==> src/rtl/exec_pkg.sv <==
package exec_pkg;

    // widths
    localparam int LEN_WORD         = 32;
    localparam int LEN_PREG_ADDR    = 6;
    localparam int LEN_CONTEXT      = 4;
    localparam int LEN_MEMDATA_ADDR = 12;

    // lanes into the stage
    localparam int EXECUTE_PARA = 4;
    localparam int EX_BRC       = 0;
    localparam int EX_MEM       = 1;
    localparam int EX_JMP       = 2;
    localparam int EX_OTH       = 3;

    // register write ports
    localparam int WRITE_PARA = 3;
    localparam int WR_MEM     = 0;
    localparam int WR_JMP     = 1;
    localparam int WR_OTH     = 2;

    typedef logic [LEN_WORD-1:0] word_t;

    // func3 of the conditional branches
    typedef enum logic [2:0] {
        BR_BEQ  = 3'b000,
        BR_BNE  = 3'b001,
        BR_BLT  = 3'b100,
        BR_BGE  = 3'b101,
        BR_BLTU = 3'b110,
        BR_BGEU = 3'b111
    } branch_op_e;

    // {func7[5], func3}
    typedef enum logic [3:0] {
        ALU_ADD  = 4'b0000,
        ALU_SUB  = 4'b1000,
        ALU_SLL  = 4'b0001,
        ALU_SLT  = 4'b0010,
        ALU_SLTU = 4'b0011,
        ALU_XOR  = 4'b0100,
        ALU_SRL  = 4'b0101,
        ALU_SRA  = 4'b1101,
        ALU_OR   = 4'b0110,
        ALU_AND  = 4'b0111
    } alu_op_e;

    // load func3 codes
    // stores look at the low two bits only
    typedef enum logic [2:0] {
        MEM_LB  = 3'b000,
        MEM_LH  = 3'b001,
        MEM_LW  = 3'b010,
        MEM_LBU = 3'b100,
        MEM_LHU = 3'b101
    } mem_size_e;

    typedef struct packed {
        logic                     is_store;
        logic [2:0]               func3;
        logic [6:0]               func7;
        logic [LEN_PREG_ADDR-1:0] pa_rd;
        word_t                    rs1;
        word_t                    rs2;
        // branch context tag
        logic [LEN_CONTEXT-1:0]   ctx;
    } exec_info_t;

    typedef struct packed {
        logic                     valid;
        logic [LEN_PREG_ADDR-1:0] pa_rd;
        word_t                    data;
    } write_d_r_t;

    typedef struct packed {
        logic                   jump;
        word_t                  next_pc;
        logic                   branch;
        logic [LEN_CONTEXT-1:0] branch_context;
        // set when the branch is taken
        logic                   branch_hazard;
    } j_b_info_t;

endpackage

==> src/rtl/branch_unit.sv <==
`timescale 1ns/1ps

module branch_unit (
    input  logic [2:0]      func3,
    input  exec_pkg::word_t rs1,
    input  exec_pkg::word_t rs2,
    output logic            taken
);
    import exec_pkg::*;

    branch_op_e op;
    logic       eq;
    logic       lt_s;
    logic       lt_u;

    assign op   = branch_op_e'(func3);
    assign eq   = (rs1 == rs2);
    assign lt_s = ($signed(rs1) < $signed(rs2));
    assign lt_u = (rs1 < rs2);

    always_comb begin
        case (op)
            BR_BEQ:  taken = eq;
            BR_BNE:  taken = !eq;
            BR_BLT:  taken = lt_s;
            BR_BGE:  taken = !lt_s;
            BR_BLTU: taken = lt_u;
            BR_BGEU: taken = !lt_u;
            // 010 and 011 are not branches
            default: taken = 1'b0;
        endcase
    end

endmodule

==> src/rtl/alu.sv <==
`timescale 1ns/1ps

module alu (
    input  logic                 clk,
    input  logic                 rst,
    input  logic                 order,
    output logic                 accepted,
    input  exec_pkg::exec_info_t info,
    output exec_pkg::write_d_r_t result
);
    import exec_pkg::*;

    alu_op_e                  op;
    logic                     alt;
    logic [4:0]               shamt;
    word_t                    alu_out;
    logic                     valid_q;
    logic [LEN_PREG_ADDR-1:0] pa_rd_q;
    word_t                    data_q;

    // func7[5] only selects sub and sra
    assign alt   = info.func7[5] && (info.func3 == 3'b000 || info.func3 == 3'b101);
    assign op    = alu_op_e'({alt, info.func3});
    assign shamt = info.rs2[4:0];

    // valid_q marks the result in flight; it leaves on the write port
    // the next cycle, so the ALU is idle again every cycle
    assign accepted = order;

    always_comb begin
        case (op)
            ALU_ADD:  alu_out = info.rs1 + info.rs2;
            ALU_SUB:  alu_out = info.rs1 - info.rs2;
            ALU_SLL:  alu_out = info.rs1 << shamt;
            ALU_SLT:  alu_out = word_t'($signed(info.rs1) < $signed(info.rs2));
            ALU_SLTU: alu_out = word_t'(info.rs1 < info.rs2);
            ALU_XOR:  alu_out = info.rs1 ^ info.rs2;
            ALU_SRL:  alu_out = info.rs1 >> shamt;
            ALU_SRA:  alu_out = word_t'($signed(info.rs1) >>> shamt);
            ALU_OR:   alu_out = info.rs1 | info.rs2;
            ALU_AND:  alu_out = info.rs1 & info.rs2;
            default:  alu_out = '0;
        endcase
    end

    always_ff @(posedge clk) begin
        if (rst) begin
            valid_q <= 1'b0;
        end else begin
            valid_q <= order && accepted;
        end
    end

    always_ff @(posedge clk) begin
        if (order && accepted) begin
            data_q  <= alu_out;
            pa_rd_q <= info.pa_rd;
        end
    end

    assign result.valid = valid_q;
    assign result.pa_rd = pa_rd_q;
    assign result.data  = data_q;

endmodule

==> src/rtl/mem_unit.sv <==
`timescale 1ns/1ps

module mem_unit (
    input  logic                                  clk,
    input  logic                                  rst,
    input  logic                                  order,
    output logic                                  accepted,
    input  exec_pkg::exec_info_t                  info,
    output exec_pkg::write_d_r_t                  result,
    output logic [exec_pkg::LEN_MEMDATA_ADDR-1:0] mem_a,
    output exec_pkg::word_t                       mem_sd,
    input  exec_pkg::word_t                       mem_ld,
    output logic [3:0]                            mem_write,
    output logic                                  mem_en
);
    import exec_pkg::*;

    typedef enum logic [1:0] {
        IDLE,
        ACCESS,
        LOAD_RETURN
    } state_e;

    state_e     state;
    exec_info_t req;
    logic [1:0] offset;
    mem_size_e  ld_size;
    word_t      byte_sel;
    logic [15:0] half_sel;

    assign accepted = order && (state == IDLE);

    always_ff @(posedge clk) begin
        if (rst) begin
            state <= IDLE;
        end else begin
            case (state)
                IDLE: begin
                    if (order) begin
                        state <= ACCESS;
                    end
                end
                // stores finish here, loads wait for mem_ld
                ACCESS:      state <= req.is_store ? IDLE : LOAD_RETURN;
                LOAD_RETURN: state <= IDLE;
                default:     state <= IDLE;
            endcase
        end
    end

    always_ff @(posedge clk) begin
        if (accepted) begin
            req <= info;
        end
    end

    assign offset = req.rs1[1:0];
    assign mem_a  = req.rs1[LEN_MEMDATA_ADDR+1:2];
    assign mem_en = (state == ACCESS);

    // replicate store data over the lanes, strobe picks the bytes
    always_comb begin
        case (req.func3[1:0])
            2'b00: begin
                mem_sd    = {4{req.rs2[7:0]}};
                mem_write = 4'b0001 << offset;
            end
            2'b01: begin
                mem_sd    = {2{req.rs2[15:0]}};
                mem_write = 4'b0011 << {offset[1], 1'b0};
            end
            default: begin
                mem_sd    = req.rs2;
                mem_write = 4'b1111;
            end
        endcase
        if (!(mem_en && req.is_store)) begin
            mem_write = 4'b0000;
        end
    end

    assign ld_size  = mem_size_e'(req.func3);
    assign byte_sel = mem_ld >> {offset, 3'b000};
    assign half_sel = offset[1] ? mem_ld[31:16] : mem_ld[15:0];

    always_comb begin
        result.valid = (state == LOAD_RETURN);
        result.pa_rd = req.pa_rd;
        case (ld_size)
            MEM_LB:  result.data = {{(LEN_WORD-8){byte_sel[7]}}, byte_sel[7:0]};
            MEM_LBU: result.data = {{(LEN_WORD-8){1'b0}}, byte_sel[7:0]};
            MEM_LH:  result.data = {{(LEN_WORD-16){half_sel[15]}}, half_sel};
            MEM_LHU: result.data = {{(LEN_WORD-16){1'b0}}, half_sel};
            default: result.data = mem_ld;
        endcase
    end

endmodule

==> src/rtl/exec.sv <==
`timescale 1ns/1ps

module exec (
    input  logic                                               clk,
    input  logic                                               rst,
    input  logic [exec_pkg::EXECUTE_PARA-1:0]                  order,
    output logic [exec_pkg::EXECUTE_PARA-1:0]                  accepted,
    input  exec_pkg::exec_info_t [exec_pkg::EXECUTE_PARA-1:0]  exec_info,
    output exec_pkg::write_d_r_t [exec_pkg::WRITE_PARA-1:0]    write_d_r,
    output exec_pkg::j_b_info_t                                j_b_info,
    output logic [exec_pkg::LEN_MEMDATA_ADDR-1:0]              mem_a,
    output exec_pkg::word_t                                    mem_sd,
    input  exec_pkg::word_t                                    mem_ld,
    output logic [3:0]                                         mem_write,
    output logic                                               mem_en,
    output logic                                               busy_out
);
    import exec_pkg::*;

    logic       branch_taken;
    logic       mem_accepted;
    logic       alu_accepted;
    write_d_r_t mem_result;
    write_d_r_t alu_result;

    assign busy_out = |order;

    // branch lane
    branch_unit u_branch (
        .func3 (exec_info[EX_BRC].func3),
        .rs1   (exec_info[EX_BRC].rs1),
        .rs2   (exec_info[EX_BRC].rs2),
        .taken (branch_taken)
    );

    // memory lane
    mem_unit u_mem (
        .clk       (clk),
        .rst       (rst),
        .order     (order[EX_MEM]),
        .accepted  (mem_accepted),
        .info      (exec_info[EX_MEM]),
        .result    (mem_result),
        .mem_a     (mem_a),
        .mem_sd    (mem_sd),
        .mem_ld    (mem_ld),
        .mem_write (mem_write),
        .mem_en    (mem_en)
    );

    // integer ALU on the other lane
    alu u_alu (
        .clk      (clk),
        .rst      (rst),
        .order    (order[EX_OTH]),
        .accepted (alu_accepted),
        .info     (exec_info[EX_OTH]),
        .result   (alu_result)
    );

    // branch and jump finish in the cycle they are offered
    always_comb begin
        accepted         = '0;
        accepted[EX_BRC] = order[EX_BRC];
        accepted[EX_MEM] = mem_accepted;
        accepted[EX_JMP] = order[EX_JMP];
        accepted[EX_OTH] = alu_accepted;
    end

    // jump target and link value come precomputed in rs1 and rs2
    always_comb begin
        write_d_r[WR_MEM]       = mem_result;
        write_d_r[WR_OTH]       = alu_result;
        write_d_r[WR_JMP].valid = order[EX_JMP];
        write_d_r[WR_JMP].pa_rd = exec_info[EX_JMP].pa_rd;
        write_d_r[WR_JMP].data  = exec_info[EX_JMP].rs2;
    end

    always_comb begin
        j_b_info.jump           = order[EX_JMP];
        j_b_info.next_pc        = exec_info[EX_JMP].rs1;
        j_b_info.branch         = order[EX_BRC];
        j_b_info.branch_context = exec_info[EX_BRC].ctx;
        j_b_info.branch_hazard  = order[EX_BRC] && branch_taken;
    end

endmodule

==> config.mk <==
export PLATFORM = sky130hd
export DESIGN_NAME = exec
export DESIGN_NICKNAME = d
export VERILOG_FILES = /design/src/rtl/exec_pkg.sv /design/src/rtl/branch_unit.sv /design/src/rtl/alu.sv /design/src/rtl/mem_unit.sv /design/src/rtl/exec.sv
export SDC_FILE = /design/constraint.sdc
export NUM_CORES = 1
export LEC_CHECK = 0
export BUFFER_PORTS_ARGS = -buffer_cell sky130_fd_sc_hd__buf_2
export CORE_AREA = 2 2 229 231
export CTS_BUF_LIST = sky130_fd_sc_hd__clkbuf_8 sky130_fd_sc_hd__clkbuf_16
export DETAILED_ROUTE_END_ITERATION = 7
export DIE_AREA = 0 0 231 233
export GPL_TIMING_DRIVEN = 1
export PLACE_DENSITY = 0.57
export SKIP_LAST_GASP = 1
export SYNTH_ARGS = -nofsm -noshare
export SYNTH_HDL_FRONTEND = slang
export SYNTH_HIERARCHICAL = 1
export SYNTH_SLANG_ARGS = --single-unit
==> constraint.sdc <==
create_clock -name clk -period 11 [get_ports clk]
set_clock_uncertainty 0.2 [all_clocks]
set_input_delay 0.55 -clock clk [delete_from_list [all_inputs] [get_ports clk]]
set_output_delay 0.55 -clock clk [all_outputs]
set_load 0.02 [all_outputs]
==> results.md <==
- Clock Tree Root: clkbuf_16
- Yosys warning count: 6
- Ports: 588
- Critical Path End Type: register
- GP Congestion: 0.954
- Die ar.: 53800 sq um
- Starting density of the core: 0.287
- Post-DP HPWL: 52.2 mm
- DRT Pass-1 Iters: 5
- Register share of total power: 0.296
- Synth Net Count: 2261
- Post-Place Worst Slack: 5.51 ns
- CTS tree: yes
- Drt via density: 5.70
- Ratio of cells with drive above 1 in the final layout: 0.281
- Avg Inst Size Synth: 8.36 sq um
- DRC Markers: 0
- Outcome: finished clean
- Deepest clock path buffer count: 2
- Synth Area in Simple Gates: 0.154
- Die Ht: 233 um
- Clk_lat worst skew: 0.38 ns
- Num CTS Buffers: 9
- Port bufs: 370
- RSZ-0062 raised after global routing: false
- P_int: 0.890 mW
- Metal3 WL: 7.74 mm
- HP Class: in -> reg
- Gr ovfl total: 0
- Die X: 231 um
- Synth cell types: 104
- GR Util All Layers: 0.237
- Final hold violation count: 0
- WL final: 66.7 mm
- Headroom to the max-slew limit: 0.260
- Crit-path max FO: 65
- Worst Setup Path Type: in -> reg
- Most frequent cells in the layout: buf_2, nor2_1, a21oi_1
- Synth-to-Final Area Change: 12.1%
- Max IR drop VDD: 0.0000809 V
- Sw frac: 0.427
- Req. time, crit path: 10.91 ns
- Comb power frac: 0.478
- Footprint of the multi-input gates: 9860 sq um
- Core area: 51100 sq um
- Antenna violations before repair: 4
- Ys async rst share: 0
- Worst EP arrival: 5.15 ns
- Post-route setup TNS: 0 ns
- Setup violations, final: 0
- Most used DFF post-synth: edfxtp_1
- Fmax: 0.191 GHz
- Max Used Layer: met5
- CTS clk-pin slew, worst paths: 0.08 ns
- Clock share of power: 0.226
- DRT iter0 DRCs: 1456
- Mapped Area: 14700 sq um
- DRT met1 WL: 25.7 mm
- Hold buffers post-CTS: 0
- Number of global-route vias before repair: 14100
- Post-Syn Instances: 1752
- Power density cells: 94.6 nW/um^2
- Antenna Violating Nets Remaining: 0
- Post-synth EDFFs: 94
- Seq/Total Area, Yosys: 0.197
- Largest family of logic cells by synthesized area: compound AO/OA/AOI/OAI gates
- Wire per inst: 25.6 um
- H-tree depth: 3
- Worst Max-Slew Pin Slew: 1.11 ns
- Global-route wire length before repair: 95.1 mm
- Slew Limit Fails: 0
- FP Rows: 83
- Period utilization: 0.476
- Postcts setup bufs: 0
- WL met2: 31.1 mm
- Compound-Gate Fraction of Synth Area: 0.234
- Post-route setup slack: 5.76 ns
- Post-layout minimum cycle time: 5.24 ns
- Largest net degree at the start of global routing: 66
- MaxCap Viol Count: 0
- Synth Area in Adders: 0.113
- Synth Area in XOR/XNOR: 0.0149
- LEAKAGE: 7.19 nW
- Total number of vias: 14900
- Post-cts resize count: 0
- Layout Nets: 2433
- Storage element area: 2880 sq um
- Commonest non-fill, non-tap cell in the layout: buf_2
- Mux share of post-synthesis cell area: 0.157
- Seq cells post-synth: 97
- Fill cells: 5481
- Switching Power: 0.664 mW
- CP Launch Type: input port
- CTS Sinks: 97
-- state kept, by name, summed over array words and instances (netlist names), 2 cells and up --
| name | flops |
|---|---|
| u_mem/req | 33 |
| u_alu/data_q | 32 |
| u_mem/mem_a | 12 |
| u_alu/pa_rd_q | 6 |
| u_mem/result | 6 |
| u_mem/ld_size | 3 |
| u_mem/offset | 2 |
| u_mem/state | 2 |
-- worst max-delay path: stages --
cell,delay [ns]
buf_2,0.08
buf_4,0.64
clkinv_1,0.84
ha_1,0.59
a21oi_1,0.26
o211ai_1,0.24
a211oi_2,0.78
nor2_1,0.19
a221oi_1,0.31
o21ai_0,0.12
a21oi_1,0.24
mux2i_1,0.20
o21ai_0,0.08
-- power by group through the flow --
stage	combinational, mW	sequential [mW]	clock (mW)
finish	0.742	0.460	0.352
global route	0.797	0.463	0.373
CTS	0.735	0.461	0.365
detailed placement	0.731	0.468	0
global placement	0.728	0.468	0
floorplan	0.505	0.483	0
-- logic make-up after synthesis --
family                   after synthesis
buffers and inverters                370
adder cells (fa/ha/maj)              131
XOR/XNOR                              25
AND/OR/NAND/NOR                      468
multiplexers                         156
flip-flops                            97
AO/OA/AOI/OAI                        505
-- through the flow --
step	power, mW	instance area (sq um)	std cells	hold slack (ns)	utilization
final	1.55	16400	2611	0.140	0.321
after global routing	1.63	16400	2609	0.111	0.321
after CTS	1.56	16400	2609	0.106	0.321
after detailed placement	1.20	16100	2593	0.277	0.316
after global placement	1.20	16100	2593	0.298	0.316
after floorplan	0.987	14700	1752	0.213	-
-- Yosys cell counts, drive strengths merged (5+ instances only) --
cell type / instances / share of area
a21oi: 150 / 0.052
a21o: 11 / 0.0057
or3: 19 / 0.0081
and2: 8 / 0.0038
nand3: 22 / 0.0079
a221oi: 10 / 0.0060
nor3: 30 / 0.011
o21a: 6 / 0.0031
nor4: 13 / 0.0074
xor2: 6 / 0.0036
o31ai: 15 / 0.0099
nor2b: 27 / 0.012
nand4: 10 / 0.0047
o211ai: 25 / 0.014
o22ai: 31 / 0.018
nor2: 182 / 0.047
clkbuf: 58 / 0.015
inv: 142 / 0.036
a211oi: 21 / 0.011
or2: 5 / 0.0021
a31oi: 12 / 0.0051
o21ai: 123 / 0.042
a221o: 16 / 0.011
ha: 129 / 0.11
a22o: 13 / 0.0078
buf: 169 / 0.079
o221ai: 15 / 0.0090
mux4: 56 / 0.086
nand2b: 13 / 0.0061
nand2: 112 / 0.029
xnor2: 19 / 0.011
mux2i: 78 / 0.053
edfxtp: 94 / 0.19
mux2: 22 / 0.017
a22oi: 11 / 0.0066
a211o: 6 / 0.0036
o311ai: 5 / 0.0052
and3: 6 / 0.0026
-- area by class of cell --
type / count / share of cell area
multi-input cells: 1285 / 0.600
diodes: 2 / 0.000305
flip-flops and latches: 97 / 0.176
repair buffers: 388 / 0.121
clock inverters: 7 / 0.00434
inverters: 143 / 0.0327
clock buffers: 9 / 0.0137
well taps: 680 / 0.0518
-- layer usage --
metal  up-vias  track usage
met5         -       0.0340
met4        12       0.0708
met3       106       0.0835
met2       950        0.392
met1      7173        0.287
li1       6643            -
-- worst paths after layout --
path | startpoint | to | slack, ns | depth (start not counted)
max | exec_info[260] | u_alu/data_q[19]$_DFFE_PP_ | 5.76 | 13
min | exec_info[325] | u_alu/pa_rd_q[2]$_DFFE_PP_ | 0.14 | 1
max reg2reg | u_mem/state[1]$_SDFFE_PP0P_ | u_mem/mem_a[4]$_DFFE_PP_ | 9.24 | 2
min reg2reg | u_mem/req[84]$_DFFE_PP_ | u_mem/state[1]$_SDFFE_PP0P_ | 0.29 | 1
(Power assumes the default switching activity.)
